<file path="config.mk">
export PLATFORM = sky130hd
export DESIGN_NAME = led_port
export DESIGN_NICKNAME = d
export VERILOG_FILES = /design/src/rtl/led_port.sv
export SDC_FILE = /design/constraint.sdc
export NUM_CORES = 1
export LEC_CHECK = 0
export ABC_AREA = 1
export BUFFER_PORTS_ARGS = -buffer_cell sky130_fd_sc_hd__buf_4
export CAP_MARGIN = 20
export CORE_MARGIN = 1
export CORE_UTILIZATION = 28
export DETAILED_ROUTE_END_ITERATION = 16
export GPL_TIMING_DRIVEN = 0
export PLACE_DENSITY = 0.77
export SLEW_MARGIN = 20
export SYNTH_ARGS = -nofsm -noshare
export SYNTH_HDL_FRONTEND = slang
export SYNTH_SLANG_ARGS = --single-unit
</file>
<file path="constraint.sdc">
create_clock -name pll_clk -period 0.8 [get_ports pll_clk]
set_input_delay 0.08 -clock pll_clk [delete_from_list [all_inputs] [get_ports pll_clk]]
set_output_delay 0.08 -clock pll_clk [all_outputs]
set_load 0.01 [all_outputs]
</file>
<file path="src/rtl/led_port.sv">
`timescale 1ns/100ps

module led_port (
    input  logic        pll_clk,
    input  logic        arst_n,
    input  logic        sel,
    input  logic        write,
    input  logic [3:0]  write_mask,
    input  logic [31:0] write_value,
    output logic [31:0] rdata,
    output logic [7:0]  leds
);

    always_ff @(posedge pll_clk or negedge arst_n) begin
        if (!arst_n) begin
            leds <= 8'd0;
        end else if (sel && write && write_mask[0]) begin
            leds <= write_value[7:0]; // Only byte 0 is backed.
        end
    end

    assign rdata = sel ? {24'd0, leds} : 32'd0;

endmodule

</file>
# Yosys cells after proc, flatten, opt, wreduce, memory -nomap -nowiden
# Index checks and enable logic that the tools add are counted.
[op_classes]
addsub = 0
mul = 0
n_div = 0
order_cmp = 0
eq_ne = 0
shift = 0
muxes = 1
n_bitwise = 0
n_reduce_logical = 2
[op_table]
columns = ["operator", "n"]
rows = [
  ["two-way mux 8 bit", 1],
  ["logical AND 1 bit", 2],
]
[totals]
ff_bits = 8
latchBits = 0
mem_bits_rw = 0
rom_bits = 0
output_inout_bits = 40
wordCells = 4
mem_count = 0

# Depth between registers and ports, before layout
[depth]
depth_word = 2
ltp_mapped = 4

# Worst setup path after synthesis
# OpenSTA, ideal clock, no wires.
[synth_timing]
path_type = "register -> register"
from = "register leds[0] (netlist name)"
to = "register leds[0]"
t_arrival_ns = 0.516
t_required_ns = 0.682
setup_slack_ns = 0.166
stages_incl_launch_ff = 3
n_path_buf = 0
synth_period_minus_slack_ns = 0.634
cell_sequence = "dfrtp_1 -> nand2_1 -> nand2_1"
[synth_rtl]
columns = ["element", "line_no", "source"]
rows = [
  ["to (signal assigned)", "18", "leds <= write_value[7:0];"],
  ["to (decl)", "11", "output logic [7:0] leds"],
]

# Worst setup path after layout
[layout_timing]
from = "register leds[7]"
to = "output rdata[7]"
[layout_between]
elab_chain_cells = 1
[layout_rtl]
columns = ["element", "line_no", "source"]
rows = [
  ["two-way mux 8 bit", "22", "assign rdata = sel ? {24'd0, leds} : 32'd0;"],
  ["to (decl)", "10", "output logic [31:0] rdata,"],
]
# No other way between the ends.

==> results.md <==
* Area growth, synth to finish at 69.1%
* Setup violations, final at 16
* Fin util at 0.522
* Worst Hold Class: input port to flip-flop
* Fmax at 0.986 GHz
* Layout cells sized above 1 at 0.485
* Nets at roughly 180
* Seq/Total Area, Yosys at 0.321
* Storage cell area at roughly 200 um2
* Critical Path Sink Type: output port
* Fillers at 187
* Vias in the first global route at about 530
* Max Cap Viol at 0
* Clock transition at path regs at ~0.06 ns
* Reg2Reg Setup Slack at ~0.050 ns
* Final Hold Viols at 0
* Number of distinct library cells after synthesis at 9
* Final HPWL DP at about 940 um
* Crit path buffers/inverters at 2
* Total Routing Usage GR at 0.123
* Crit path DAT at between 0.9 and 1 ns
* Worst path top cell family by delay: flip-flops
* Layout Cells excl Fill at roughly 160
* Fin crit period at around 1.0 ns
* Antenna Cells at 0
* Final period util at 1.27
* Port buffer count at 25
* Max-slew violations at 0
* CTS tree: done
* Post-Route WL at 1.29 mm
* # placed instances at about 150
* RSZ-0062 raised after global routing: yes
* Cells after Synth at 78
* Largest registers: leds (8)
* Failing checks: negative setup slack
* DR DRC count at 0
* Leakage Power at ~0.66 nW
* Worst skew pair latency at 0.25 ns
* CP cell instances: nand2_2, inv_2, buf_6
* Num rows at 16
* Core Area at around 0.0020 mm2
* Reg with most FFs: leds
* Initial Util at 0.309
* Die W at between 40 and 50 um
* Initial DRC Count at 8
* Global-route wire length before repair at about 2.2 mm
* Outcome: complete, but fails checks
* Tot Pwr at about 1.5 mW
* Htree depth at 1
* Boundary pin count at 80
* Maximum vdd drop at 964 uV
* TritonCTS Buffers at 3
* P per Cell Area at 1440 mW/mm2
* Cell Area, Synth at ~620 um2
* Worst setup SP type: flip-flop
* Post-place instance area at a little over 900 um2
* Drt first pass iters at 4
* CTS Buffer Depth at 2
* Clock Skew at 0 ns
* Multi-input logic area at 253 um2
* Initial antenna violation count at 0
* Die Footprint at approximately 0.0024 mm2
* CTS Root Buffer Type: clkbuf_4
* Via count at ~600
* Largest net degree at the start of global routing at 11
* Critical path class: flip-flop to output port
* Routed Antenna Nets at 0
* Slowest cell on crit path: dfrtp_1
* GPL Wtd Cong at approximately 0.66
* Vias per cell at 3.70
* Max reg flops at 8
* Clock Sink Count at 8
* Die Y at 49.2 um
* Mapped Avg Cell Area at around 8 um2
* WL/cell at about 8 um
* Most common cell after layout, fill and taps aside: buf_4
* Final Hold Slack at about 0.075 ns
* Synthesized flop and latch total at 8
* Grt total ovfl at 0
* Synth Warn # at 0
* Design area at 0.00106 mm2
* Critical Path Fanout Max at 3
* WP data required at 0.72 ns
* Most frequent cells in the layout: buf_4 (38), conb_1 (24), nand2_1 (22), buf_6 (17)
* Crit-path max cell delay at 0.42 ns
* Setup ws final at -0.214 ns
## synthesized netlist by cell type (all sizes together)
master,count,share of area
buf,28,0.37
conb,1,0.0060
inv,8,0.048
nand3,1,0.028
dfrtp,8,0.32
nand2,24,0.14
nand4,8,0.080
## worst paths after layout
check                          startpoint        to  depth (start not counted)
setup / recovery                  leds[7]  rdata[7]                          3
hold / removal             write_value[3]   leds[3]                          3
setup reg to reg                  leds[4]   leds[4]                          3
hold reg to reg                   leds[0]   leds[0]                          2
max in group asynchronous          arst_n   leds[1]                          2
min in group asynchronous          arst_n   leds[0]                          2
## through the flow
stage / worst slack, ns / TNS (ns)
floorplan: 0.166 / 0
global placement: 0.110 / 0
detailed placement: 0.0934 / 0
CTS: -0.174 / -1.90
global route: -0.250 / -2.61
finish: -0.214 / -1.86
## cell families after synthesis
kind of cell | synth area share
buffers and inverters | 0.421
flip-flops | 0.321
other | 0.00601
AND/OR/NAND/NOR | 0.253
## area by class of cell
| class | instances | share of cell area |
|---|---|---|
| multi-input cells | 57 | 0.239 |
| well taps | 27 | 0.0320 |
| plain buffers | 28 | 0.220 |
| clock buffers | 3 | 0.0213 |
| inverters | 8 | 0.0284 |
| flip-flops and latches | 8 | 0.190 |
| repair buffers | 30 | 0.269 |
## where the power goes
part,switching [mW],internal (mW)
logic,0.274,0.394
registers,0.0666,0.470
clock network,0.142,0.172
total,0.482,1.04
## layer usage
layer  wire length [um]  share of wire  global-route usage  vias up
met1                475           0.37               0.116      247
met2                661           0.51               0.233       43
met5                  0              0                   0        -
met4                 12         0.0093              0.0882        0
met3                142           0.11              0.0249        2
li1                   -              -                   -      303
## worst reg2reg max path, delay by kind of cell (launching register included)
kind | cells | cell delay (ns)
flops | 1 | 0.40
buf+inv | 1 | 0.14
simple gates | 2 | 0.10
## repair_timing
item / CTS / global route
hold endpoints to repair: 8 / 0
hold buffers: 1 / 0
gates resized for setup: 14 / 5
pin swaps: 6 / 3
setup buffers: 4 / 0
endpoints found under the setup margin: 16 / 17
Power figures use the tool's default switching activity.
