==> src/rtl/soc_pkg.sv <==
package soc_pkg;

    typedef struct packed {
        logic [31:0] address;
        logic        read;
        logic        write;
        logic [3:0]  write_mask;
        logic [31:0] write_value;
    } mem_req_t;

    typedef struct packed {
        logic [31:0] read_value;
        logic        ready;
        logic        fault;
    } mem_rsp_t;

    typedef enum logic [1:0] {
        ARB_IDLE,
        ARB_INSTR,
        ARB_DATA
    } arb_state_t;

    typedef enum logic [1:0] {
        REG_RAM,
        REG_LEDS,
        REG_TIMER,
        REG_NONE
    } region_t;

    // Windows are power-of-two sized and aligned to their size.
    localparam logic [31:0] RAM_BASE   = 32'h0000_0000;
    localparam logic [31:0] RAM_SIZE   = 32'h0001_0000; // 64 KiB.
    localparam logic [31:0] LEDS_BASE  = 32'h0001_0000;
    localparam logic [31:0] LEDS_SIZE  = 32'h0000_0004; // One word.
    localparam logic [31:0] TIMER_BASE = 32'h0003_0000;
    localparam logic [31:0] TIMER_SIZE = 32'h0000_0010;

    // Replaces each byte of old_value whose mask bit is set.
    function automatic logic [31:0] apply_mask(
        input logic [31:0] old_value,
        input logic [3:0]  mask,
        input logic [31:0] new_value
    );
        logic [31:0] merged;
        merged = old_value;
        for (int i = 0; i < 4; i++) begin
            if (mask[i]) begin
                merged[8*i +: 8] = new_value[8*i +: 8];
            end
        end
        return merged;
    endfunction

endpackage

==> src/rtl/bus_decoder.sv <==
`timescale 1ns/100ps

module bus_decoder import soc_pkg::*; (
    input  mem_req_t    bus_req,
    input  logic        bus_valid,
    output mem_rsp_t    bus_rsp,

    output logic        ram_sel,
    output logic        leds_sel,
    output logic        timer_sel,

    input  logic [31:0] ram_rdata,
    input  logic [31:0] leds_rdata,
    input  logic [31:0] timer_rdata,
    input  logic        ram_ready
);

    region_t region;
    logic    fault;

    function automatic logic in_window(
        input logic [31:0] addr,
        input logic [31:0] base,
        input logic [31:0] size
    );
        return (addr & ~(size - 32'd1)) == base;
    endfunction

    always_comb begin
        if (in_window(bus_req.address, RAM_BASE, RAM_SIZE)) begin
            region = REG_RAM;
        end else if (in_window(bus_req.address, LEDS_BASE, LEDS_SIZE)) begin
            region = REG_LEDS;
        end else if (in_window(bus_req.address, TIMER_BASE, TIMER_SIZE)) begin
            region = REG_TIMER;
        end else begin
            region = REG_NONE;
        end
    end

    assign ram_sel   = bus_valid && (region == REG_RAM);
    assign leds_sel  = bus_valid && (region == REG_LEDS);
    assign timer_sel = bus_valid && (region == REG_TIMER);
    assign fault     = bus_valid && (region == REG_NONE);

    // Unselected slaves drive zero, so an OR merges the read data.
    assign bus_rsp.read_value = ram_rdata | leds_rdata | timer_rdata;
    assign bus_rsp.ready      = ram_ready | leds_sel | timer_sel | fault;
    assign bus_rsp.fault      = fault;

endmodule

==> config.mk <==
export PLATFORM = sky130hd
export DESIGN_NAME = bus_decoder
export DESIGN_NICKNAME = d
export VERILOG_FILES = /design/src/rtl/soc_pkg.sv /design/src/rtl/bus_decoder.sv
export SDC_FILE = /design/constraint.sdc
export NUM_CORES = 1
export LEC_CHECK = 0
export BUFFER_PORTS_ARGS = -buffer_cell sky130_fd_sc_hd__buf_2
export CAP_MARGIN = 30
export CELL_PAD_IN_SITES_DETAIL_PLACEMENT = 0
export CELL_PAD_IN_SITES_GLOBAL_PLACEMENT = 1
export CORE_AREA = 2 2 79 81
export DETAILED_ROUTE_END_ITERATION = 7
export DIE_AREA = 0 0 81 83
export PLACE_DENSITY = 0.95
export SYNTH_ARGS = -nofsm -noshare
export SYNTH_HDL_FRONTEND = slang
export SYNTH_SLANG_ARGS = --single-unit
==> constraint.sdc <==
create_clock -name vclk -period 1.2
set_input_delay 0.12 -clock vclk [all_inputs]
set_output_delay 0.12 -clock vclk [all_outputs]
set_load 0.01 [all_outputs]
== Word-level counts from Yosys, hierarchy flattened ==
Index checks and enable logic that the tools add are counted.

* Register bits after elaboration: 0
* Input port bits: 168
* Output and inout bits: 37
* Logic and storage cells: 19

* Equal/unequal tests: 5
* Muxes and demuxes: 3
* Bitwise gates (word level): 5
* Reduce and logical (&&, ||, !) cells: 6

{| class="wikitable"
|+ Operators with widths
! operator !! number
|-
| $or A32 B32 Y32 || 2
|-
| $logic_not A32 Y1 || 1
|-
| $eq A30 B15 Y1 const B || 1
|-
| $eq A28 B14 Y1 const B || 1
|-
| $eq A2 B2 Y1 const B || 2
|-
| $logic_and A1 B1 Y1 || 4
|-
| $mux W2 || 2
|-
| $or A1 B1 Y1 || 3
|-
| $eq A2 B1 Y1 const B || 1
|-
| $logic_not A2 Y1 || 1
|-
| $mux W1 || 1
|}

== Depth between registers and ports, before layout ==
* Depth after elaboration: 9
* Gate-level depth with buffers: 5

== Least setup slack after synthesis ==
No wires, ideal clock.

* Kind: in2out
* Start: input port bus_req[57] (netlist name)
* End: output port leds_sel
* Arrival: 1.077 ns
* Required time: 1.080 ns
* Path slack: 0.003 ns
* Cell stages on the path: 4
* Buffers on the path: 0
* Cell sequence: nor4_1 nand4_1 o31ai_2 and4bb_1

* Longest elaborated chain between the ends: 6
* Elaborated cells between the ends (all ways): 8

{| class="wikitable"
|+ Ends and longest elaborated chain
! what !! line !! RTL
|-
| from (decl) || bus_decoder.sv:4 || <nowiki>input mem_req_t bus_req,</nowiki>
|-
| $eq A28 B14 Y1 || bus_decoder.sv:26 || <nowiki>return (addr & ~(size - 32'd1)) == base;</nowiki>
|-
| $mux W1 || bus_decoder.sv:34 || <nowiki>end else if (in_window(bus_req.address, TIMER_BASE, TIMER_SIZE)) begin</nowiki>
|-
| $mux W2 || bus_decoder.sv:32 || <nowiki>end else if (in_window(bus_req.address, LEDS_BASE, LEDS_SIZE)) begin</nowiki>
|-
| $mux W2 (*) || bus_decoder.sv:30 || <nowiki>if (in_window(bus_req.address, RAM_BASE, RAM_SIZE)) begin</nowiki>
|-
| $eq A2 B1 Y1 (*) || bus_decoder.sv:42 || <nowiki>assign leds_sel = bus_valid && (region == REG_LEDS);</nowiki>
|-
| $logic_and A1 B1 Y1 (*) || bus_decoder.sv:42 ||
|-
| to (decl) || bus_decoder.sv:9 || <nowiki>output logic leds_sel,</nowiki>
|}

Mark *: on every way between the ends. The rest lies on a longest branch, timed or not.

== Worst setup path in the final report ==
Ends and elaborated chain as after synthesis.

==> flow_summary.yaml <==
global_routing:
  grt_max_degree: 6
  grt_pass1_vias: 1026
  grt_util_all_layers: 0.0725
  grt_overflow: 0
  antenna_found_initial: 0
  grt_pass1_wl_um: 4160
synthesis:
  synth_area_leaders: "or3_1 59%, nor4_1 9.3%, nor2_1 4.5%, and4bb_1 3.7%, o31ai_2 3.7%"
  syn_inst: 53
  yosysTopAreaCellShare: 0.595
  synth.distinct_cells: 15
  synth.avg_cell_area_um2: 6.35
  seq_area_frac_synth: 0
  synth_warnings: 0
  syn_area_um2: 337
  synth_area_leader_cell: "or3_1"
  synth_nets: 221
setup_path:
  end_kind: "output pin"
  crit_path_cell_trace: "buf_6 > nor4_4 > nand4_1 > buf_6 > o31ai_4 > and4bb_1 > buf_2"
  cp_max_fo: 3
  critPathTopFamily: "simple AND/OR/NAND/NOR gates"
  crit_top_cell: "buf_6"
  crit_arrival_ps: 1270
  path_buf_inv: 3
  critPathKind: "in2out"
  crit_path_start_kind: "primary input"
  cp_slowest_stage_delay_ps: 250
  crit_slowest_cell: "nor4_4"
  worstPathRequired_ps: 1080
layout:
  nClkBuffers: 0
  syn_to_final_growth_pct: 317
  drive_above_1_share: 0.805
  n_sequential_cell: 0
  nets: 391
  diodes: 0
  final-seq-area_um2: 0
  final_cells: 296
drt:
  drc: 0
  wirelength_um: 2840
  antenna_left: 0
  routed_via_density: 3.70
  wire_per_inst_um: 9.59
  vias: 1096
  first_iter_violations: 21
  firstDrtPassIters: 4
timing:
  finalSetupTns_ps: -847
  finalWorstSetupSlack_ps: -193
  maxSlewHeadroom: 0.828
  maxSlewViolCount: 0
  finalSetupViolations: 5
  period_share: 1.16
  tightest_slew_ps: 256
  rsz0062_at_grt: "true"
  period_needed_ps: 1390
  holdWs_ps: 499
  clock.fmax_mhz: 718
  hold_violations: 0
floorplan:
  die_area_um2: 6720
  pin_count: 205
  initial_core_util: 0.0579
  fp.coreArea_um2: 5820
  die-width_um: 81
  die_height_um: 83
  rows: 28
placement:
  dp_cells: 293
  place.gp.congestion: 0.757
  hpwl_um: 2630
  io_buffers: 165
  dp_slack_ps: -389
pwr:
  ir_drop_v: 0.000116
  p_per_area_nw_per_um2: 244
  leakage_uw: 0.000753
hold_path:
  hp-class: "in2out"
run_status:
  status: "complete, but fails checks"
  violations: "negative setup slack"
run:
  maxCapViolations: 0
## timing repair
action / in CTS / in global routing
buffers inserted: 2 / 1
gates resized for setup: 14 / 5
pin swaps: 6 / 2
hold buffers: 0 / 0
endpoints found under the setup margin: 5 / 5
## layout make-up
class	count	area [um2]
multi-input cells	52	414
well taps	75	93.8
repair buffers	169	895
fillers	674	4410
## placed cells by master, fill, tap and decap left out
master / instances
nor2_1: 4
or2_2: 1
nor3_4: 1
nand2_1: 1
nand3_1: 1
buf_6: 7
nor4_1: 1
and3_1: 1
o31ai_4: 1
a21oi_2: 1
nor4_2: 1
and4bb_1: 1
nand2b_1: 1
nand4_1: 1
or3_1: 32
nor4b_4: 1
buf_2: 160
nor4_4: 3
buf_4: 2
## synthesized netlist by cell type
cell type,count
nand3_1,1
nor4b_1,1
or2_2,1
nand2_1,1
nor2_1,4
or3_1,32
nor3_2,1
a21oi_1,1
nand4_1,1
and4bb_1,1
o31ai_2,1
and3_1,1
nor4_1,5
buf_4,1
nand2b_1,1
## power by group
| group | switching, uW | internal (uW) | leakage [uW] | total [uW] |
|---|---|---|---|---|
| combinational | 123 | 219 | 0.000753 | 343 |
| sequential | 0 | 0 | 0 | 0 |
| clock | 0 | 0 | 0 | 0 |
| total | 123 | 219 | 0.000753 | 343 |
## layer usage
metal | track usage | wire length, um
met5 | 0 | 0
met4 | 0 | 0
met3 | 0.00652 | 370
met2 | 0.148 | 1470
met1 | 0.0830 | 999
## worst min-delay path: cells and delay by family
kind	cells	cell delay [ps]
simple gates	1	80
buf+inv	2	180
## logic make-up (layout without fill, tap and decap cells)
family,count (synthesis),in the layout,synth area share
buffers and inverters,1,169,0.0223
AND/OR/NAND/NOR,50,50,0.926
AO/OA/AOI/OAI,2,2,0.0520
## worst paths after layout
check / startpoint / endpoint / slack, ps / depth (start not counted)
setup / recovery: bus_req[57] / leds_sel / -190 / 7
hold / removal: timer_rdata[21] / bus_rsp[23] / 500 / 3
## metrics by stage
stage,cell area (um2),power (uW),utilization
global placement,1260,304,0.216
global route,1400,378,0.241
CTS,1360,338,0.234
detailed placement,1260,311,0.216
finish,1400,343,0.241
floorplan,337,72.2,-
Power figures use the tool's default switching activity.
