$ cat src/rtl/soc_pkg.sv
package soc_pkg;

    typedef struct packed {
        logic [31:0] address;
        logic        read;
        logic        write;
        logic [3:0]  write_mask;
        logic [31:0] write_value;
    } mem_req_t;

    typedef struct packed {
        logic [31:0] read_value;
        logic        ready;
        logic        fault;
    } mem_rsp_t;

    typedef enum logic [1:0] {
        ARB_IDLE,
        ARB_INSTR,
        ARB_DATA
    } arb_state_t;

    typedef enum logic [1:0] {
        REG_RAM,
        REG_LEDS,
        REG_TIMER,
        REG_NONE
    } region_t;

    // Windows are power-of-two sized and aligned to their size.
    localparam logic [31:0] RAM_BASE   = 32'h0000_0000;
    localparam logic [31:0] RAM_SIZE   = 32'h0001_0000; // 64 KiB.
    localparam logic [31:0] LEDS_BASE  = 32'h0001_0000;
    localparam logic [31:0] LEDS_SIZE  = 32'h0000_0004; // One word.
    localparam logic [31:0] TIMER_BASE = 32'h0003_0000;
    localparam logic [31:0] TIMER_SIZE = 32'h0000_0010;

    // Replaces each byte of old_value whose mask bit is set.
    function automatic logic [31:0] apply_mask(
        input logic [31:0] old_value,
        input logic [3:0]  mask,
        input logic [31:0] new_value
    );
        logic [31:0] merged;
        merged = old_value;
        for (int i = 0; i < 4; i++) begin
            if (mask[i]) begin
                merged[8*i +: 8] = new_value[8*i +: 8];
            end
        end
        return merged;
    endfunction

endpackage

$ cat src/rtl/timer.sv
`timescale 1ns/100ps

module timer import soc_pkg::*; (
    input  logic        pll_clk,
    input  logic        arst_n,
    input  logic        sel,
    input  logic [3:0]  offset,
    input  logic        write,
    input  logic [3:0]  write_mask,
    input  logic [31:0] write_value,
    output logic [31:0] rdata,
    output logic        timer_irq
);

    logic [63:0] counter;
    logic [63:0] compare;
    logic [31:0] reg_value;

    always_ff @(posedge pll_clk or negedge arst_n) begin
        if (!arst_n) begin
            counter <= 64'd0;
        end else begin
            counter <= counter + 64'd1;
        end
    end

    // Offsets 0 and 4 hold the counter and ignore writes.
    always_ff @(posedge pll_clk or negedge arst_n) begin
        if (!arst_n) begin
            compare <= '1; // Far future keeps the interrupt low out of reset.
        end else if (sel && write) begin
            case (offset[3:2])
                2'd2: begin
                    compare[31:0] <= apply_mask(compare[31:0], write_mask, write_value);
                end
                2'd3: begin
                    compare[63:32] <= apply_mask(compare[63:32], write_mask, write_value);
                end
                default: begin
                    compare <= compare;
                end
            endcase
        end
    end

    always_comb begin
        case (offset[3:2])
            2'd0:    reg_value = counter[31:0];
            2'd1:    reg_value = counter[63:32];
            2'd2:    reg_value = compare[31:0];
            default: reg_value = compare[63:32];
        endcase
    end

    assign rdata = sel ? reg_value : 32'd0;

    always_ff @(posedge pll_clk or negedge arst_n) begin
        if (!arst_n) begin
            timer_irq <= 1'b0;
        end else begin
            timer_irq <= counter >= compare; // Level held until compare moves up.
        end
    end

endmodule

$ cat config.mk
export PLATFORM = sky130hd
export DESIGN_NAME = timer
export DESIGN_NICKNAME = d
export VERILOG_FILES = /design/src/rtl/soc_pkg.sv /design/src/rtl/timer.sv
export SDC_FILE = /design/constraint.sdc
export NUM_CORES = 1
export LEC_CHECK = 0
export BUFFER_PORTS_ARGS = -buffer_cell sky130_fd_sc_hd__clkbuf_2
export CORE_MARGIN = 5
export CORE_UTILIZATION = 39
export DETAILED_ROUTE_END_ITERATION = 16
export PLACE_DENSITY = 0.57
export SETUP_SLACK_MARGIN = 0.2
export SYNTH_ARGS = -nofsm -noshare
export SYNTH_HDL_FRONTEND = slang
export SYNTH_SLANG_ARGS = --single-unit
$ cat constraint.sdc
create_clock -name pll_clk -period 3.1 [get_ports pll_clk]
set_clock_uncertainty 0.15 [all_clocks]
set_input_delay 0.155 -clock pll_clk [delete_from_list [all_inputs] [get_ports pll_clk]]
set_output_delay 0.155 -clock pll_clk [all_outputs]
set_load 0.01 [all_outputs]
# ---- Word level (Yosys, flattened, before mapping)
# Index checks and enable logic that the tools add are counted.
dict set report totals {
  out_inout_bits 33
  reg_bits 129
  elab_cells 27
}
dict set report op_classes {
  order_cmp 1
  addsub 1
  reduce_logical 10
  mux 2
  eq_ne 3
}
# operator count
set op_table {}
lappend op_table {{$pmux W32 S3} 1}
lappend op_table {{$add A64 B1 Y64 const B} 1}
lappend op_table {{$ge A64 B64 Y1} 1}
lappend op_table {{$mux W32} 1}
lappend op_table {{$reduce_and A3 Y1} 8}
lappend op_table {{$eq A2 B2 Y1 const B} 2}
lappend op_table {{$eq A2 B1 Y1 const B} 1}
lappend op_table {{$logic_not A2 Y1} 1}
lappend op_table {{$logic_and A1 B1 Y1} 1}

# ---- Logic depth before layout (Yosys ltp)
# Gate-level depths: netlist of run 1.
dict set report depth {
  word_depth 3
  ltp_mapped 8
  ltp_nobuf 8
}

# ---- Worst setup path before layout of run 1
# No wires, ideal clock.
dict set report synth_path {
  path_type {register -> register}
  startpoint {reg compare[14]}
  endpoint {reg timer_irq}
  arrival_ns 2.087
  n_path_buf 0
  required_ns 2.810
  stages_incl_launch_ff 9
  setup_ns 0.140
  path_slack_ns 0.722
  path_cell_list {dfstp_2 -> inv_1 -> ha_1 -> a21oi_1 -> nand2_1 -> a221o_1 -> o31a_1 -> o41ai_1 -> o211ai_1}
}
dict set report synth_via {
  elab_chain_cells 1
}
# element line
set synth_lines {}
lappend synth_lines {{from (decl)} timer.sv:16} ;# logic [63:0] compare;
lappend synth_lines {{from (signal assigned)} timer.sv:34} ;# compare[31:0] <= apply_mask(compare[31:0], write_mask, write_value);
lappend synth_lines {{from (signal assigned)} timer.sv:40} ;# compare <= compare;
lappend synth_lines {{$ge A64 B64 Y1} timer.sv:61} ;# timer_irq <= counter >= compare;
lappend synth_lines {{to (signal assigned)} timer.sv:61}
lappend synth_lines {{to (decl)} timer.sv:12} ;# output logic timer_irq
# No other way between the ends.
# A chain may end at the register's enable or synchronous reset.

# ---- Worst setup path after layout of run 1
dict set report layout_path {
  startpoint {reg compare[5]}
  endpoint {reg timer_irq}
}
# The elaborated chain is that of the path after synthesis.

==> results of run 1 <==
## layout by cell type (no fill, tap or decap), types with 7 or more instances in the layout
master,Yosys,final
mux2_2,64,64
clkbuf_16,0,17
dfrtp_1,65,65
dlygate4sd3_1,0,33
and2_1,36,36
clkbuf_2,0,73
mux4_2,32,32
xnor2_1,40,40
a21oi_1,22,22
ha_1,65,65
a21o_1,11,11
nor2_1,31,31
nand3_1,31,31
buf_4,0,7
nand4_1,23,23
xor2_1,22,22
and3_1,10,10
nand2_1,42,42
inv_1,80,80
dfstp_2,64,64
## routing by layer
metal / vias to the layer above / part of all wire / wire [um]
met1: 2828 / 0.46 / 8840
li1: 2695 / - / -
met2: 95 / 0.50 / 9690
met5: - / 0 / 0
met4: 0 / 0.011 / 220
met3: 20 / 0.035 / 671
## worst min-delay path: cells and delay by family
kind	cells	cell delay (ps)
AND/OR/NAND/NOR	1	280
multiplexers	1	220
buffers and inverters	1	90
## state kept, by name, indices dropped and copies added (netlist names)
register and flops:
timer_irq 1, compare 64, counter 64
## where the power goes
part           total (mW)  switching [mW]  leakage [nW]  internal (mW)
Clock                2.08           0.757         0.292           1.32
Combinational       0.858           0.410          2.65          0.448
Sequential           2.19           0.161          1.57           2.03
Total                5.13            1.33          4.51           3.80
## path summary, 6_finish.rpt
kind	start	end	slack, ps
worst max register to register	compare[5]	timer_irq	390
worst min register to register	counter[63]	counter[63]	360
min in group asynchronous	arst_n	counter[5]	270
worst max-delay path	compare[5]	timer_irq	390
max in group asynchronous	arst_n	compare[20]	1600
worst min-delay path	write_mask[0]	compare[34]	210
## per-stage QoR
stage	area [sq um]	hold WS [ps]	instances
2_1_floorplan	7900	-291	697
5_1_grt	9570	240	1100
3_3_place_gp	8620	213	1035
6_report	9570	211	1100
4_1_cts	9560	207	1100
3_5_place_dp	8620	223	1035
## cell type report
type / count / area (sq um)
Clock inverter: 10 / 133
Clock buffer: 22 / 474
Inverter: 80 / 300
Sequential cell: 129 / 3310
Timing Repair Buffer: 114 / 768
Multi-Input combinational cell: 475 / 4250
Tap cell: 270 / 338
Fill cell: 1862 / 10500
## kinds of logic after synthesis
group / synth area share
mux: 0.182
fa+ha+maj: 0.103
flops: 0.419
simple gates: 0.143
buf+inv: 0.0453
xor+xnor: 0.0687
compound gates: 0.0394
## timing repair
item	CTS	global route
hold buffers	33	0
resized for setup	0	2
endpoints found under the setup margin	0	1
hold endpoints to repair	104	0
buffers inserted	0	0
==> results.json, run 1 <==
{
  "cts.root.buffer_cell": "clkbuf_16",
  "tns_ps": 0,
  "rows": 52,
  "grt_use_met1": 0.225,
  "htreeDepth": 4,
  "pin_count": 77,
  "final_max_slew_viol_count": 0,
  "dp_hpwl_um": 14600,
  "leakage_nw": 4.51,
  "drv_cap": 0,
  "die_area_sq_um": 23200,
  "place_ws_ps": 346,
  "chipWidth_um": 152,
  "yosysMostFrequentCell": "inv_1",
  "final_util": 0.476,
  "antenna_left": 0,
  "first_global_vias": 6146,
  "clkSinkCount": 129,
  "worstPathCellList": "inv_1 -> ha_1 -> a21oi_1 -> o21ai_0 -> a221o_1 -> o31a_1 -> o41ai_2 -> o211ai_1",
  "grt_overflow": 0,
  "worstPathArrival_ps": 2840,
  "grt_util_met2": 0.293,
  "worst-path-buf-inv": 1,
  "areaGrowthSynthToFinish_pct": 21.1,
  "slowest_delay_ps": 540,
  "use_met3": 0.0417,
  "synth.distinct_cells": 41,
  "syn_inst": 697,
  "yosysTopAreaCellShare": 0.213,
  "synth_edf_count": 0,
  "crit_family": "compound AO/OA/AOI/OAI gates",
  "path_depth": 8,
  "ys_seq_area_frac": 0.419,
  "cts.path.max_buffers": 2,
  "antennaDiodeCount": 0,
  "synth_area_sq_um": 7900,
  "avgRoutedWirePerCell_um": 17.7,
  "synth_commonest_cells": "80 x inv_1, 65 x dfrtp_1, 65 x ha_1",
  "fin_nets": 926,
  "worst_setup_path_start_kind": "register",
  "async_flop_share": 1.00,
  "reg2reg_depth": 8,
  "cts_tree": "yes",
  "worst_slew_pin_slew_ps": 985,
  "via_count": 5638,
  "clkTransAtPathRegs_ps": 60,
  "yosysWarnings": 0,
  "max_freq_ghz": 0.368,
  "setup_viol": 0,
  "setup_slack_ps": 385,
  "cp_max_fo": 3,
  "grt_antenna_before_repair": 0,
  "core_area_sq_um": 20100,
  "syn_avg_cell_area_sq_um": 11.3,
  "clk_latency_ps": 420,
  "track_usage": 0.174,
  "cts_buffers": 17,
  "max_slew_margin": 0.343,
  "synth_area_leader_cell": "dfstp_2",
  "ys.flop_type": "dfrtp_1",
  "rsz0062_at_grt": "false",
  "initialDrtViolationCount": 314,
  "drt_pass1_iterations": 4,
  "gp_congestion": 0.830,
  "start_util": 0.393,
  "required_ps": 3220,
  "die_h_um": 152,
  "wirelength_um": 19400,
  "finalHoldViolations": 0,
  "synth_nets": 806,
  "port_buffers": 74,
  "min_period_ps": 2710,
  "timing.setup.critical_path_class": "register to register",
  "status": "finished, final reports clean",
  "drc_errors": 0,
  "synthTopCellsByArea": "dfstp_2 21%, dfrtp_1 21%, ha_1 10%",
  "pwr_density_cell_nw_per_um2": 535,
  "holdPathStages": 3,
  "irDropWorstVdd_mv": 0.336,
  "ys_ff_latch": 129,
  "power_mw": 5.13,
  "layout-drive-gt1-share": 0.345,
  "fin_crit_sh": 0.876,
  "grt_first_pass_wirelength_um": 32400,
  "end_kind": "register",
  "hp-class": "input port to register",
  "top_usage_layer": "met2",
  "routed_via_density": 5.13,
  "cp_slowest_cell": "dfstp_2",
  "grt_max_degree": 75
}
Note: power is estimated with default switching activity, not from simulation.
==> run 2, diff against run 1 <==
==> constraint.sdc (replaced) <==
create_clock -name pll_clk -period 3.5 [get_ports pll_clk]
set_clock_uncertainty 0.15 [all_clocks]
set_input_delay 0.175 -clock pll_clk [delete_from_list [all_inputs] [get_ports pll_clk]]
set_output_delay 0.175 -clock pll_clk [all_outputs]
set_load 0.01 [all_outputs]
==> run 2 against run 1 <==
Net effect: utilization is 0.081 points lower; clock power is 11% lower; wire length is 0.23% lower; first-iteration DRC count is 25% lower; sequential share of layout area is 0.059 points higher; global-route usage is 0.15 points higher; total power is 11% lower; die area stayed put; register-to-register slack better by 360 ps; critical path type unchanged; largest cell class unchanged; largest power group unchanged; highest routed layer unchanged.
==> results.json, run 2 (synthesized netlist as in run 1, its figures left out) <==
{
  "setup_slack_ps": 742,
  "drv_cap": 0,
  "fin_nets": 925,
  "irDropWorstVdd_mv": 0.305,
  "start_util": 0.393,
  "chipWidth_um": 152,
  "layout-drive-gt1-share": 0.337,
  "final_cell_mix": "80 x inv_1, 73 x clkbuf_2, 65 x ha_1, 65 x dfrtp_1",
  "hold-worst-slack_ps": 235,
  "pwr_density_cell_nw_per_um2": 477,
  "antenna_left": 0,
  "final_max_slew_viol_count": 0,
  "r2r-start": "compare[50]",
  "cts_tree": "yes",
  "wirelength_um": 19400,
  "required_ps": 3610,
  "r2r_slack_ps": 740,
  "grt_first_pass_wirelength_um": 32800,
  "final_common_cell": "inv_1",
  "pin_count": 77,
  "gp_congestion": 0.826,
  "drt_pass1_iterations": 4,
  "clk_latency_ps": 420,
  "first_global_vias": 6202,
  "die_h_um": 152,
  "grt_antenna_before_repair": 0,
  "reg2reg_depth": 8,
  "fin_crit_sh": 0.788,
  "hp-class": "input port to async pin",
  "track_usage": 0.175,
  "timing.setup.critical_path_class": "register to register",
  "status": "finished, final reports clean",
  "largestRegisters": "compare (64), counter (64), timer_irq (1)",
  "dp_hpwl_um": 14700,
  "clkSinkCount": 129,
  "drc_errors": 0,
  "grt_max_degree": 57,
  "design_area_sq_um": 9560,
  "antennaDiodeCount": 0,
  "cts_buffers": 17,
  "place_ws_ps": 755,
  "tns_ps": 0,
  "avgRoutedWirePerCell_um": 17.6,
  "cts.path.max_buffers": 2,
  "port_buffers": 74,
  "clkTransAtPathRegs_ps": 60,
  "grt_overflow": 0,
  "rsz0062_at_grt": "false",
  "max_slew_margin": 0.504,
  "place_area_sq_um": 8610,
  "worstPathArrival_ps": 2870,
  "routed_via_density": 5.13,
  "post-place-cells": 1034,
  "worst_slew_pin_slew_ps": 744,
  "worst_setup_path_start_kind": "register",
  "htreeDepth": 4,
  "cp_max_fo": 3,
  "setup_viol": 0,
  "min_period_ps": 2760,
  "finalNonFillerCells": 1099,
  "via_count": 5642,
  "areaGrowthSynthToFinish_pct": 20.9,
  "rows": 52,
  "leakage_nw": 4.50,
  "end_kind": "register",
  "cts_setup_buffers": 0,
  "finalHoldViolations": 0,
  "initialDrtViolationCount": 237,
  "max_freq_ghz": 0.363,
  "timing.rr.end": "timer_irq",
  "core_area_sq_um": 20100,
  "die_area_sq_um": 23200,
  "cts.root.buffer_cell": "clkbuf_16"
}
-- run 2: cell types whose count changed in the layout (fill, tap and decap cells not counted), sizes merged --
| cell | previous run | this run |
|---|---|---|
| buf | 8 | 7 |
| clkinvlp | 3 | 0 |
| clkbuf | 95 | 101 |
| clkinv | 4 | 1 |
-- run 2: area by class of cell --
| type | instances | area (sq um) |
|---|---|---|
| fill | 1849 | 10500 |
| multi-input combinational | 475 | 4240 |
| sequential | 129 | 3310 |
| timing repair buffer | 113 | 761 |
| clock buffer | 28 | 517 |
| tap | 270 | 338 |
| inverter | 80 | 300 |
| clock inverter | 4 | 95.1 |
-- run 2: where the power goes --
| group | switching, mW | total [mW] | internal, mW |
|---|---|---|---|
| Combinational | 0.364 | 0.760 | 0.396 |
| Sequential | 0.139 | 1.93 | 1.80 |
| Clock | 0.646 | 1.86 | 1.22 |
| Total | 1.15 | 4.56 | 3.41 |
-- run 2: routing by layer --
layer  routed length [um]  part of all wire  track usage
met1                 8680              0.45        0.226
met4                  267             0.014       0.0467
met2                 9600              0.50        0.297
met3                  823             0.042       0.0400
met5                    0                 0            0
-- run 2: worst max-delay path, stage by stage, from the launching register on --
cell	delay (ps)
dfstp_2	540
inv_1	40
ha_1	280
a21o_1	180
a221o_1	380
a221oi_1	280
o21ai_0	130
a221oi_1	470
o211ai_1	150
-- run 2: stage by stage --
stage / util / total power [mW]
after floorplan: - / 2.42
after global placement: 0.428 / 2.67
after detailed placement: 0.428 / 2.70
after CTS: 0.475 / 4.61
after global routing: 0.475 / 4.81
final: 0.475 / 4.56
-- run 2: worst max path at each step --
stage,startpoint,endpoint,slack (ps),cells past startpoint
2_1_floorplan,compare[14],timer_irq,1120,8
3_3_place_gp,compare[5],timer_irq,780,8
3_5_place_dp,compare[5],timer_irq,760,8
4_1_cts,compare[5],timer_irq,720,8
5_1_grt,compare[5],timer_irq,560,8
6_report,compare[50],timer_irq,740,8
-- run 2: timing repair --
item                      in CTS  in global routing
hold buffers                  33                  0
hold endpoints to repair      80                  0
gates resized for setup        0                  0
==> run 3, diff against run 2 <==
--- a/config.mk
+++ b/config.mk
@@ -9,7 +9,7 @@
 export CORE_MARGIN = 5
 export CORE_UTILIZATION = 39
 export DETAILED_ROUTE_END_ITERATION = 16
-export PLACE_DENSITY = 0.57
+export PLACE_DENSITY = 0.6
 export SETUP_SLACK_MARGIN = 0.2
 export SYNTH_ARGS = -nofsm -noshare
 export SYNTH_HDL_FRONTEND = slang
==> constraint.sdc (replaced) <==
create_clock -name pll_clk -period 2.4 [get_ports pll_clk]
set_clock_uncertainty 0.15 [all_clocks]
set_input_delay 0.12 -clock pll_clk [delete_from_list [all_inputs] [get_ports pll_clk]]
set_output_delay 0.12 -clock pll_clk [all_outputs]
set_load 0.01 [all_outputs]
==> run 3 against run 2 <==
Net effect: via count increased by 5.7%; combinational power is 68% higher; cell area increased by 10%; utilization increased by 4.9 points; critical path depth shrank 1; maximum frequency is 17% higher; hold slack lost 130 ps; wire length rose by 5.8%.
==> results.json, run 3 (synthesized netlist as in run 1, its figures left out) <==
{
  "fin_nets": 1008,
  "cts.path.max_buffers": 2,
  "grt_max_degree": 46,
  "core_area_sq_um": 20100,
  "finalHoldViolations": 0,
  "setup_viol": 0,
  "clkSinkCount": 129,
  "crit_start": "counter[14]",
  "grt_antenna_before_repair": 0,
  "status": "finished, final reports clean",
  "leakage_nw": 5.00,
  "endpoint": "counter[61]",
  "min_period_ps": 2360,
  "routed_via_density": 5.05,
  "cts.root.buffer_cell": "clkbuf_16",
  "initialDrtViolationCount": 265,
  "post-place-cells": 1102,
  "final_common_cell": "buf_4",
  "layout-drive-gt1-share": 0.465,
  "clk_latency_ps": 420,
  "crit_family": "simple AND/OR/NAND/NOR gates",
  "hp-class": "input port to async pin",
  "worst_setup_path_start_kind": "register",
  "multiInputGateArea_sq_um": 4620,
  "cp_max_fo": 8,
  "r2r_slack_ps": 40,
  "grt_first_pass_wirelength_um": 33500,
  "worst-path-buf-inv": 1,
  "setup_slack_ps": 37.3,
  "max_slew_margin": 0.595,
  "final_cell_mix": "86 x buf_4, 75 x inv_1, 73 x clkbuf_2",
  "required_ps": 2590,
  "worstPathCellList": "nand3_4 -> nor4_4 -> nand2_2 -> or4_4 -> buf_4 -> nor2_4 -> xor2_1",
  "drv_cap": 0,
  "avgRoutedWirePerCell_um": 17.3,
  "worstPathArrival_ps": 2550,
  "cts_buffers": 17,
  "pwr_density_cell_nw_per_um2": 617,
  "largestRegisters": "compare (64), counter (64), timer_irq (1)",
  "path_depth": 7,
  "antennaDiodeCount": 0,
  "cts_tree": "yes",
  "wirelength_um": 20500,
  "start_util": 0.393,
  "clkTransAtPathRegs_ps": 60,
  "reg2reg_depth": 7,
  "timing.rr.end": "counter[61]",
  "finalNonFillerCells": 1182,
  "drt_pass1_iterations": 6,
  "gp_congestion": 0.833,
  "end_kind": "register",
  "fillCellCount": 1758,
  "timing.setup.critical_path_class": "register to register",
  "final_util": 0.524,
  "rsz0062_at_grt": "true",
  "antenna_left": 0,
  "areaGrowthSynthToFinish_pct": 33.3,
  "slowest_delay_ps": 690,
  "place_ws_ps": -135,
  "max_freq_ghz": 0.423,
  "track_usage": 0.180,
  "grt_overflow": 0,
  "drc_errors": 0,
  "worst_slew_pin_slew_ps": 608,
  "htreeDepth": 4,
  "port_buffers": 74,
  "die_h_um": 152,
  "fin_crit_sh": 0.984,
  "chipWidth_um": 152,
  "r2r-start": "counter[14]",
  "dp_hpwl_um": 15300,
  "die_area_sq_um": 23200,
  "seqCellArea_sq_um": 3320,
  "first_global_vias": 6297,
  "pin_count": 77,
  "via_count": 5966,
  "power_mw": 6.50,
  "irDropWorstVdd_mv": 0.564,
  "cp_slowest_cell": "or4_4",
  "rows": 52,
  "final_max_slew_viol_count": 0
}
[run 3: changes by cell type in the layout (fill, tap and decap cells not counted), moves of 5 or more]
cell,previous run,this run
ha_1,65,51
inv_1,80,75
ha_4,0,13
inv_2,0,5
dfrtp_1,65,55
nor2_2,0,6
dfrtp_2,0,10
nor2_4,0,8
buf_4,6,86
nor2_1,31,17
[run 3: what timing repair did]
item                                    CTS  global route
setup buffers                             5            10
pin swaps                                14            28
gates resized for setup                  33            47
endpoints found under the hold margin   102             0
hold buffers                             33             0
endpoints found under the setup margin   25            24
[run 3: worst min-delay path by stage]
stage / startpoint / end / slack [ps] / depth (start not counted)
global route: arst_n / counter[38] / 160 / 2
detailed placement: arst_n / counter[38] / 20 / 1
floorplan: arst_n / counter[0] / -330 / 0
CTS: arst_n / counter[38] / 120 / 2
finish: arst_n / counter[42] / 110 / 2
global placement: arst_n / counter[38] / 20 / 1
[run 3: per-layer routing]
| metal | up-vias | global-route usage | routed length, um |
|---|---|---|---|
| li1 | 2858 | - | - |
| met1 | 2987 | 0.245 | 9560 |
| met2 | 103 | 0.299 | 9930 |
| met3 | 18 | 0.0381 | 801 |
| met4 | 0 | 0.0377 | 218 |
| met5 | - | 0 | 0 |
[run 3: layout make-up]
cell class                 instances  share of cell area
multi-input combinational        475               0.439
inverter                          80              0.0285
clock buffer                      27              0.0487
timing repair buffer             196               0.134
tap                              270              0.0321
sequential                       129               0.315
clock inverter                     5             0.00285
[run 3: report_power, final]
part           internal, mW  total, mW  switching, mW
registers              2.62       2.82          0.205
logic                 0.679       1.28          0.596
clock network          1.45       2.40          0.946
total                  4.75       6.50           1.75
[run 3: stage by stage]
step	TNS [ps]	cell area, sq um	hold slack (ps)
after global routing	-123	10500	162
after global placement	-72.2	9160	22.0
final	0	10500	108
after detailed placement	-135	9160	17.8
after CTS	-2.54	10200	116
after floorplan	0	7930	-326
