### config.mk
export PLATFORM = sky130hd
export DESIGN_NAME = bus_arbiter
export DESIGN_NICKNAME = d
export VERILOG_FILES = /design/src/rtl/soc_pkg.sv /design/src/rtl/bus_arbiter.sv
export SDC_FILE = /design/constraint.sdc
export NUM_CORES = 1
export LEC_CHECK = 0
export BUFFER_PORTS_ARGS = -buffer_cell sky130_fd_sc_hd__buf_2
export CORE_AREA = 2 2 122 124
export CTS_CLUSTER_DIAMETER = 150
export DETAILED_ROUTE_END_ITERATION = 12
export DIE_AREA = 0 0 124 126
export PLACE_DENSITY_LB_ADDON = 0.25
export SYNTH_ARGS = -nofsm -noshare
export SYNTH_HDL_FRONTEND = slang
export SYNTH_SLANG_ARGS = --single-unit
### constraint.sdc
create_clock -name pll_clk -period 2.3 [get_ports pll_clk]
set_clock_uncertainty 0.05 [all_clocks]
set_input_delay 0.46 -clock pll_clk [delete_from_list [all_inputs] [get_ports pll_clk]]
set_output_delay 0.46 -clock pll_clk [all_outputs]
set_load 0.01 [all_outputs]
### src/rtl/soc_pkg.sv
package soc_pkg;

    typedef struct packed {
        logic [31:0] address;
        logic        read;
        logic        write;
        logic [3:0]  write_mask;
        logic [31:0] write_value;
    } mem_req_t;

    typedef struct packed {
        logic [31:0] read_value;
        logic        ready;
        logic        fault;
    } mem_rsp_t;

    typedef enum logic [1:0] {
        ARB_IDLE,
        ARB_INSTR,
        ARB_DATA
    } arb_state_t;

    typedef enum logic [1:0] {
        REG_RAM,
        REG_LEDS,
        REG_TIMER,
        REG_NONE
    } region_t;

    // Windows are power-of-two sized and aligned to their size.
    localparam logic [31:0] RAM_BASE   = 32'h0000_0000;
    localparam logic [31:0] RAM_SIZE   = 32'h0001_0000; // 64 KiB.
    localparam logic [31:0] LEDS_BASE  = 32'h0001_0000;
    localparam logic [31:0] LEDS_SIZE  = 32'h0000_0004; // One word.
    localparam logic [31:0] TIMER_BASE = 32'h0003_0000;
    localparam logic [31:0] TIMER_SIZE = 32'h0000_0010;

    // Replaces each byte of old_value whose mask bit is set.
    function automatic logic [31:0] apply_mask(
        input logic [31:0] old_value,
        input logic [3:0]  mask,
        input logic [31:0] new_value
    );
        logic [31:0] merged;
        merged = old_value;
        for (int i = 0; i < 4; i++) begin
            if (mask[i]) begin
                merged[8*i +: 8] = new_value[8*i +: 8];
            end
        end
        return merged;
    endfunction

endpackage

### src/rtl/bus_arbiter.sv
`timescale 1ns/100ps

module bus_arbiter import soc_pkg::*; (
    input  logic     pll_clk,
    input  logic     arst_n,

    input  mem_req_t instr_req,
    output mem_rsp_t instr_rsp,

    input  mem_req_t data_req,
    output mem_rsp_t data_rsp,

    output mem_req_t bus_req,
    output logic     bus_valid,
    input  mem_rsp_t bus_rsp
);

    arb_state_t state;
    arb_state_t state_next;
    logic       instr_pending;
    logic       data_pending;

    assign instr_pending = instr_req.read | instr_req.write;
    assign data_pending  = data_req.read | data_req.write;

    always_comb begin
        state_next = state;
        case (state)
            ARB_IDLE: begin
                if (data_pending) begin
                    state_next = ARB_DATA; // Data port wins a tie.
                end else if (instr_pending) begin
                    state_next = ARB_INSTR;
                end
            end
            ARB_INSTR, ARB_DATA: begin
                if (bus_rsp.ready) begin
                    state_next = ARB_IDLE; // Forces one idle cycle between accesses.
                end
            end
            default: begin
                state_next = ARB_IDLE;
            end
        endcase
    end

    always_ff @(posedge pll_clk or negedge arst_n) begin
        if (!arst_n) begin
            state <= ARB_IDLE;
        end else begin
            state <= state_next;
        end
    end

    assign bus_valid = (state == ARB_INSTR) || (state == ARB_DATA);

    always_comb begin
        bus_req = '0;
        case (state)
            ARB_INSTR: begin
                bus_req = instr_req;
                bus_req.write = 1'b0; // Fetch port never writes.
            end
            ARB_DATA: begin
                bus_req = data_req;
            end
            default: begin
                bus_req = '0;
            end
        endcase
    end

    // Only the granted master sees the response.
    always_comb begin
        instr_rsp = '0;
        data_rsp  = '0;
        if (state == ARB_INSTR) begin
            instr_rsp = bus_rsp;
        end
        if (state == ARB_DATA) begin
            data_rsp = bus_rsp;
        end
    end

endmodule

* Yosys cells after proc, flatten, opt, wreduce, memory -nomap -nowiden
Index checks and enable logic that the tools add are counted.
** Storage, ports and cells
- Output and inout bits :: 139
- Input port bits :: 176
- Register bits after elaboration :: 2
** Cells by class
- Reductions and logical operators :: 4
- Muxes and demuxes :: 7
- Bitwise gates (word level) :: 2
- Eq/ne operators :: 4
** Operator list (number)
- one-hot mux 70 bit (2 select lines) :: 1
- 2-to-1 mux 34 bit :: 2
- 2-to-1 mux 2 bit :: 3
- one-hot mux 2 bit (2 select lines) :: 1
- != test 3 bit (second input constant) :: 1
- == test 2 x 1 -> 1 bit (second input constant) :: 1
- == test 2 bit (second input constant) :: 1
- zero test 2 bit :: 1
- != test 2 bit (second input constant) :: 1
- bitwise OR 1 bit :: 2
- AND reduction 2 bit :: 1
- OR reduction 2 bit :: 1
- logical OR 1 bit :: 1

* Logic depth before layout (Yosys ltp)
Gate-level depths: netlist of run 1.
- Depth in word-level cells :: 4
- Depth in mapped cells :: 7
- Mapped depth without buffers :: 5

* Least setup slack after synthesis of run 1
No wires, ideal clock.
- Kind :: flip-flop to output port
- Start :: register state[0]
- End :: output port bus_req[47] in the netlist's numbering
- Path slack :: 0.257 ns
- Path buffers :: 3
- Cell stages (with the launch flop) :: 8
- Arrival :: 1.533 ns
- Cells stage by stage :: dfrtp_1 inv_1 ha_1 and2_4 buf_6 buf_6 buf_6 a22o_1
** RTL lines
- from (decl) :: line bus_arbiter.sv:18 : arb_state_t state;
- from (signal assigned) :: line bus_arbiter.sv:51 : state <= state_next;
- to (decl) :: line bus_arbiter.sv:13 : output mem_req_t bus_req,

==> results.sh, run 1 <==
export IMPL_rr_worst_depth=6
export IMPL_synthAdderAreaFrac_pct=2.83
export IMPL_vias_per_cell=3.99
export IMPL_grt_pass1_wl_um=11900
export IMPL_cts_buffers=3
export IMPL_synth_compound_area_share_pct=47.5
export IMPL_fp_row_count=44
export IMPL_path_clk_slew_ns=0.03
export IMPL_hp_class="in -> async"
export IMPL_regMostFlops="state"
export IMPL_cts_buffer_depth=2
export IMPL_vdd_ir_drop_max_uv=454
export IMPL_tns_ns=0
export IMPL_final_nets=679
export IMPL_synth_yosys_warnings=0
export IMPL_p_per_area_nw_per_um2=963
export IMPL_grt_max_degree=36
export IMPL_multi_input_area_um2=1200
export IMPL_die_y_um=126
export IMPL_worstSkewPairLatency_ns=0.22
export IMPL_worstPathArrival_ns=1.76
export IMPL_dieArea_um2=15600
export IMPL_synth_top_family_by_area="compound AO/OA/AOI/OAI gates"
export IMPL_io_pins=315
export IMPL_grt_usage_pct=9.84
export IMPL_synth_mux_area_share_pct=0
export IMPL_drt_total_wl_um=10100
export IMPL_cts_max_level=1
export IMPL_hold_viol_final=0
export IMPL_drc=0
export IMPL_cellLeakagePower_uw=0.00214
export IMPL_slew_violations=0
export IMPL_period_share_pct=98.6
export IMPL_layout_min_cycle_time_ns=2.27
export IMPL_r2r_start="state[0]"
export IMPL_critPathLaunchType="flop"
export IMPL_worstPathMaxFanout=8
export IMPL_rsz0062_at_grt="true"
export IMPL_critPathCaptureType="primary output"
export IMPL_vias=2728
export IMPL_synth_area_um2=1330
export IMPL_fin_hold_ws_ns=0.511
export IMPL_overflow=0
export IMPL_synth_nets=357
export IMPL_final_cell_mix="315 x buf_2, 69 x a22o_1, 68 x and2_1"
export IMPL_synth_largest_area_cell="a22o_1"
export IMPL_first_pass_iters=4
export IMPL_worst_slew_pin_slew_ns=0.272
export IMPL_syn_inst=178
export IMPL_antenna_found_initial=0
export IMPL_status="completed"
export IMPL_hpwl_um=6480
export IMPL_drt_wirelength_per_cell_um=14.8
export IMPL_cap_violations=0
export IMPL_cts_sinks=2
export IMPL_fillers=1553
export IMPL_reg2reg_to="state[0]"
export IMPL_cts_root_buf="clkbuf_16"
export IMPL_crit_start="state[0]"
export IMPL_endpoint="bus_req[16]"
export IMPL_synth_simple_area_share_pct=35.2
export IMPL_crit_type="reg -> out"
export IMPL_drive_gt1_share_pct=69.7
export IMPL_cpMaxStageDelayCell="dfrtp_1"
export IMPL_ant_nets=0
export IMPL_synth_area_leaders="a22o_1 46%, and2_1 33%, buf_6 4.2%"
export IMPL_maxSlewHeadroom_pct=81.9
export IMPL_core_area_um2=14300
export IMPL_regArea_um2=50.0
export IMPL_rrSetupSlack_ns=0.65
export IMPL_max_stage_delay_ns=0.36
export IMPL_setup_viol=0
export IMPL_ys_seq_area_share_pct=3.77
export IMPL_initial_core_util_pct=9.27
export IMPL_synth_seq_cells=2
export IMPL_gp_congestion=0.784
export IMPL_largest_reg_flops=2
export IMPL_biggestRegsByFlops="state x2"
export IMPL_path_cells="inv_2 -> ha_4 -> and2_4 -> buf_12 -> a22o_1 -> buf_2"
export IMPL_cp_required_ns=1.79
export IMPL_clock_fmax_mhz=441
export IMPL_synth_area_per_cell_um2=7.45
export IMPL_final_common_cell="buf_2"
export IMPL_port_buffer_count=314
export IMPL_drt_iter0_markers=57
export IMPL_grt_pass1_vias=2475
export IMPL_synth_xor_area_share_pct=0
export IMPL_die_x_um=124
export IMPL_area_growth_pct=156
export IMPL_cts_tree="built"
export IMPL_synth_top_area_share_pct=45.6
export IMPL_synth_cell_types=15
==> cell type report <==
| type | instances | share of cell area (%) |
|---|---|---|
| timing repair buffer | 335 | 54.0 |
| antenna | 1 | 0.0736 |
| inverter | 2 | 0.221 |
| sequential | 2 | 1.47 |
| clock buffer | 3 | 2.21 |
| tap | 184 | 6.77 |
| multi-input combinational | 156 | 35.2 |
==> cells by family (layout without fill, tap and decap cells) <==
family / after synthesis / after routing
other: 0 / 1
AOI/OAI and AO/OA: 74 / 74
and+or+nand+nor: 75 / 79
buffers and inverters: 24 / 340
adders and majority gates: 3 / 3
DFF: 2 / 2
==> synth_stat cells <==
master / count
nor2_1: 2
buf_2: 11
ha_1: 3
o21ai_0: 2
and3_1: 1
a21oi_1: 2
buf_6: 5
dfrtp_1: 2
a22o_1: 69
nor2b_1: 2
and2_4: 1
o22ai_1: 1
and2_1: 69
clkbuf_1: 6
inv_1: 2
==> through the flow <==
| step | utilization, % | cells | power [µW] | instance area, µm² | setup WS, ns |
|---|---|---|---|---|---|
| floorplan | - | 178 | 1500 | 1330 | 0.257 |
| global placement | 21.2 | 657 | 2410 | 3030 | -0.0226 |
| detailed placement | 21.2 | 657 | 2410 | 3030 | -0.0847 |
| CTS | 22.7 | 671 | 2960 | 3240 | 0.00403 |
| global route | 23.7 | 682 | 3560 | 3400 | -0.0290 |
| finish | 23.8 | 683 | 3270 | 3400 | 0.0332 |
==> critical path, delay by kind of cell (launching register included) <==
family / cells / cell delay, ns
buffers and inverters: 3 / 0.40
flip-flops: 1 / 0.36
adder cells (fa/ha/maj): 1 / 0.31
AND/OR/NAND/NOR: 1 / 0.29
AO/OA/AOI/OAI: 1 / 0.18
==> repair_timing <==
action                                  in CTS  in global routing
pin swaps                                    3                 11
setup buffers                                6                  5
endpoints found under the setup margin      69                 32
gates cloned                                 4                  6
resized for setup                            8                  5
hold buffers                                 1                  0
endpoints found under the hold margin        2                  0
==> how the worst min path moves through the flow <==
stage	from	endpoint	slack, ns	depth (start not counted)
global route	arst_n	state[1]	0.51	2
detailed placement	arst_n	state[1]	0.20	1
global placement	arst_n	state[1]	0.20	1
floorplan	arst_n	state[0]	0.11	0
CTS	arst_n	state[1]	0.50	2
finish	arst_n	state[1]	0.51	2
==> where the power goes <==
| part | leakage [µW] | total (µW) | internal (µW) | switching [µW] |
|---|---|---|---|---|
| clock | 0.0000370 | 260 | 221 | 38.5 |
| sequential | 0.0000254 | 60.8 | 50.8 | 10.0 |
| combinational | 0.00207 | 2950 | 1430 | 1520 |
| total | 0.00214 | 3270 | 1700 | 1570 |
==> layer usage <==
layer / wire length (µm) / vias up / share of wire (%) / GRT usage, %
met5: 0 / - / 0 / 0
met4: 38 / 0 / 0.38 / 1.72
met3: 941 / 4 / 9.3 / 0.951
met2: 5390 / 202 / 53 / 20.3
met1: 3710 / 1218 / 37 / 10.6
li1: - / 1304 / - / -
Power figures use the tool's default switching activity.
==> run 2, diff against run 1 <==
clock period = 2.15 ns   (was 2.3 ns; I/O delays follow)
==> run 2 against run 1 <==
Effect of this change:
- sequential share of layout area is 0.066 points lower
- sequential power is 4.8% higher
- routed wire length is 1.3% higher
- the flow now finishes with violations (negative setup slack)
==> results.sh, run 2 (synthesized netlist as in run 1, its figures left out) <==
export IMPL_status="finished with violations"
export IMPL_violations="negative setup slack"
export IMPL_p_sw_share_pct=46.4
export IMPL_vias_per_cell=4.01
export IMPL_wl_met3_um=974
export IMPL_cts_max_level=1
export IMPL_period_share_pct=102
export IMPL_p_per_area_nw_per_um2=1040
export IMPL_cts_tree="built"
export IMPL_fin_area_um2=3560
export IMPL_fillers=1598
export IMPL_io_pins=315
export IMPL_biggestRegsByFlops="state x2"
export IMPL_rrSetupSlack_ns=0.46
export IMPL_final_nets=687
export IMPL_cts_sinks=2
export IMPL_p_switching_uw=1710
export IMPL_seqPwrFrac_pct=1.7
export IMPL_grt_pass1_vias=2560
export IMPL_internal_power_uw=1980
export IMPL_total_power_uw=3690
export IMPL_first_pass_iters=4
export IMPL_gp_congestion=0.784
export IMPL_cts_root_buf="clkbuf_16"
export IMPL_routedLengthMet1_um=3800
export IMPL_setup_viol=46
export IMPL_stdcell_count=690
export IMPL_ant_nets=0
export IMPL_worst_slew_pin_slew_ns=0.276
export IMPL_drc=0
export IMPL_top_layer="met4"
export IMPL_wl_met2_um=5410
export IMPL_cts_buffers=3
export IMPL_cp_required_ns=1.67
export IMPL_regArea_um2=50.0
export IMPL_clock_fmax_mhz=458
export IMPL_dieArea_um2=15600
export IMPL_worstSkewPairLatency_ns=0.22
export IMPL_crit_type="reg -> out"
export IMPL_core_area_um2=14300
export IMPL_dpl_cell_area_um2=3040
export IMPL_rsz0062_at_grt="true"
export IMPL_antenna_found_initial=0
export IMPL_maxSlewHeadroom_pct=81.6
export IMPL_regMostFlops="state"
export IMPL_worstPathMaxFanout=7
export IMPL_port_buffer_count=314
export IMPL_largest_reg_flops=2
export IMPL_die_y_um=126
export IMPL_overflow=0
export IMPL_multi_input_area_um2=1240
export IMPL_p_comb_share_pct=90.7
export IMPL_critPathCaptureType="primary output"
export IMPL_cts_buffer_depth=2
export IMPL_path_clk_slew_ns=0.03
export IMPL_p_clk_share_pct=7.5
export IMPL_grt_usage_pct=11.3
export IMPL_grt_pass1_wl_um=13500
export IMPL_vdd_ir_drop_max_uv=590
export IMPL_drt_total_wl_um=10200
export IMPL_cellLeakagePower_uw=0.00220
export IMPL_drt_iter0_markers=100
export IMPL_critPathLaunchType="flop"
export IMPL_placed_cells=658
export IMPL_insertedDiodeCount=0
export IMPL_slew_violations=0
export IMPL_final_common_cell="buf_2"
export IMPL_fin_ws_ns=-0.0342
export IMPL_layout_min_cycle_time_ns=2.18
export IMPL_initial_core_util_pct=9.27
export IMPL_vias=2764
export IMPL_worstPathArrival_ns=1.70
export IMPL_hpwl_um=6490
export IMPL_drive_gt1_share_pct=70.8
export IMPL_grt_max_degree=36
export IMPL_cap_violations=0
export IMPL_fp_row_count=44
export IMPL_final_cell_mix="311 x buf_2, 68 x and2_1, 67 x a22o_1"
export IMPL_hold_viol_final=0
export IMPL_area_growth_pct=168
export IMPL_die_x_um=124
export IMPL_hp_class="in -> async"
export IMPL_drt_wirelength_per_cell_um=14.8
run 2: changes by cell type in the layout (fill, tap and decap cells not counted), sizes merged:
cell / change
and2: +1
buf: +9
clkbuf: -2
diode: -1
run 2: path summary, 6_finish.rpt:
kind / start / to / depth (start not counted)
setup / recovery: state[0] / bus_req[16] / 7
hold reg to reg: state[1] / state[1] / 3
min in group pll_clk: data_req[36] / state[0] / 4
setup reg to reg: state[1] / state[0] / 8
max in group asynchronous: arst_n / state[0] / 2
hold / removal: arst_n / state[1] / 2
run 2: what timing repair did:
item                                   4_1_cts  5_1_grt
setup buffers                               18        2
endpoints found under the hold margin        2        0
gates resized for setup                     25        6
pin swaps                                   23       23
cloned                                       9        2
setup endpoints to repair                   69      101
hold buffers                                 1        0
run 2: routing by layer:
layer	vias to the layer above	global-route usage, %
li1	1321	-
met1	1234	12.4
met2	207	23.3
met3	2	1.09
met4	0	1.52
met5	-	0
run 2: per-stage QoR:
step                      setup WS (ns)  hold slack (ns)  setup TNS, ns  util [%]
after global routing            -0.0863            0.485          -5.63      24.9
after CTS                       -0.0450            0.475          -1.50      24.9
final                           -0.0342            0.477         -0.746      24.9
after global placement           -0.121            0.166          -3.85      21.2
after floorplan                   0.137           0.0844              0         -
after detailed placement         -0.194            0.168          -8.21      21.2
run 2: worst max-delay path: stages (launching register included):
cell	delay (ns)
dfrtp_1	0.37
inv_2	0.09
ha_4	0.21
buf_6	0.13
and2_4	0.17
buf_12	0.14
a22o_4	0.25
buf_6	0.12
run 2: final cells by class:
class	count	area share, %
Timing Repair Buffer	342	55.1
Tap cell	184	6.47
Inverter	2	0.211
Sequential cell	2	1.41
Clock buffer	3	2.11
Multi-Input combinational cell	157	34.7
run 2: power by group through the flow:
| stage | registers, µW | logic [µW] | clock network [µW] |
|---|---|---|---|
| 6_report | 63.7 | 3350 | 278 |
| 3_3_place_gp | 62.4 | 2520 | 0 |
| 3_5_place_dp | 62.8 | 2530 | 0 |
| 2_1_floorplan | 61.0 | 1550 | 0 |
| 4_1_cts | 63.6 | 3430 | 282 |
| 5_1_grt | 65.9 | 3660 | 287 |
==> run 3, diff against run 2 <==
SKIP_CTS_REPAIR_TIMING = 1   (was not set)
==> run 3 against run 2 <==
Effect of this change:
- the flow still finishes with violations (negative setup slack)
- flip-flop and latch count stayed put
- design area shrank 1.5%
- non-clock buffer count shrank 9
- clock power hardly changed
- sequential share of layout area about the same
- count of clock-buffer cells in the layout unchanged
- combinational power up 3%
- first-iteration DRC count grew 19%
- global-route usage shrank 3.0 points
==> results.sh, run 3 (synthesized netlist as in run 1, its figures left out) <==
export IMPL_wl_met2_um=5920
export IMPL_cts_root_buf="clkbuf_16"
export IMPL_port_buffer_count=314
export IMPL_hpwl_um=6490
export IMPL_drc=0
export IMPL_cellLeakagePower_uw=0.00217
export IMPL_drt_iter0_markers=119
export IMPL_fin_ws_ns=-0.00942
export IMPL_reg2reg_to="state[0]"
export IMPL_overflow=0
export IMPL_placed_cells=658
export IMPL_io_pins=315
export IMPL_total_power_uw=3800
export IMPL_stdcell_count=687
export IMPL_worst_path_stages=6
export IMPL_worstPathMaxFanout=8
export IMPL_r2r_start="state[1]"
export IMPL_crit_family="buffers and inverters"
export IMPL_drt_wirelength_per_cell_um=16.0
export IMPL_status="finished with violations"
export IMPL_worstPathArrival_ns=1.68
export IMPL_worst_slew_pin_slew_ns=0.264
export IMPL_area_growth_pct=164
export IMPL_rrSetupSlack_ns=0.58
export IMPL_violations="negative setup slack"
export IMPL_die_x_um=124
export IMPL_largest_reg_flops=2
export IMPL_final_common_cell="buf_2"
export IMPL_path_cells="inv_2 -> ha_4 -> and2_4 -> buf_12 -> a22o_1 -> buf_2"
export IMPL_die_y_um=126
export IMPL_cts_max_level=1
export IMPL_rr_worst_depth=6
export IMPL_crit_type="reg -> out"
export IMPL_critPathLaunchType="flop"
export IMPL_ant_nets=0
export IMPL_cts_sinks=2
export IMPL_vias=2774
export IMPL_insertedDiodeCount=0
export IMPL_maxSlewHeadroom_pct=82.4
export IMPL_grt_usage_pct=8.36
export IMPL_final_cell_mix="312 x buf_2, 69 x a22o_1, 68 x and2_1"
export IMPL_gp_congestion=0.784
export IMPL_cts_buffers=3
export IMPL_core_area_um2=14300
export IMPL_cp_required_ns=1.67
export IMPL_hp_class="in -> async"
export IMPL_initial_core_util_pct=9.27
export IMPL_worstSkewPairLatency_ns=0.22
export IMPL_slew_violations=0
export IMPL_setup_viol=1
export IMPL_routedLengthMet1_um=4030
export IMPL_clock_fmax_mhz=463
export IMPL_rsz0062_at_grt="true"
export IMPL_wl_met3_um=1010
export IMPL_grt_pass1_vias=2316
export IMPL_hold_viol_final=0
export IMPL_layout_min_cycle_time_ns=2.16
export IMPL_drt_total_wl_um=11000
export IMPL_antenna_found_initial=0
export IMPL_vdd_ir_drop_max_uv=707
export IMPL_cp_num_buf_inv=3
export IMPL_cts_buffer_depth=2
export IMPL_path_clk_slew_ns=0.03
export IMPL_final_nets=684
export IMPL_fp_row_count=44
export IMPL_first_pass_iters=4
export IMPL_p_per_area_nw_per_um2=1080
export IMPL_fillers=1598
export IMPL_vias_per_cell=4.04
export IMPL_biggestRegsByFlops="state x2"
export IMPL_cap_violations=0
export IMPL_grt_max_degree=70
export IMPL_regMostFlops="state"
export IMPL_critPathCaptureType="primary output"
export IMPL_period_share_pct=100
export IMPL_dieArea_um2=15600
export IMPL_top_layer="met4"
export IMPL_drive_gt1_share_pct=70.2
export IMPL_cpMaxStageDelayCell="dfrtp_1"
export IMPL_max_stage_delay_ns=0.34
export IMPL_cts_tree="built"
export IMPL_grt_pass1_wl_um=10400
run 3: layer usage:
metal | GRT usage [%] | vias to the layer above
li1 | - | 1322
met1 | 7.63 | 1240
met2 | 18.4 | 208
met3 | 1.22 | 4
met4 | 1.72 | 0
met5 | 0 | -
run 3: layout make-up:
cell class	count	area [µm²]	area share (%)
multi-input combinational	163	1270	36.3
clock buffer	3	75.1	2.14
tap	184	230	6.57
timing repair buffer	333	1870	53.4
inverter	2	7.51	0.214
sequential	2	50.0	1.43
run 3: power breakdown:
group / total [µW] / internal (µW) / switching, µW / leakage [µW]
Sequential: 63.8 / 54.3 / 9.56 / 0.0000254
Combinational: 3450 / 1690 / 1760 / 0.00211
Clock: 279 / 237 / 42.3 / 0.0000370
Total: 3800 / 1980 / 1810 / 0.00217
run 3: worst max-delay path by stage:
stage	from	endpoint	slack, ns
after floorplan	state[0]	bus_req[47]	0.14
after global placement	state[1]	bus_req[16]	-0.12
after detailed placement	state[1]	bus_req[16]	-0.19
after CTS	state[1]	bus_req[16]	-0.43
after global routing	state[1]	bus_req[16]	-0.07
final	state[1]	bus_req[16]	-0.009
run 3: per-stage QoR:
stage          utilization, %  area, µm²  hold WS, ns  setup TNS [ns]  setup WS, ns
3_5_place_dp             21.2       3040        0.168           -8.21        -0.194
6_report                 24.5       3510        0.477        -0.00942      -0.00942
5_1_grt                  24.5       3510        0.485           -2.27       -0.0668
3_3_place_gp             21.2       3040        0.166           -3.85        -0.121
4_1_cts                  21.7       3110      -0.0598          -24.66        -0.428
2_1_floorplan               -       1330       0.0844               0         0.137
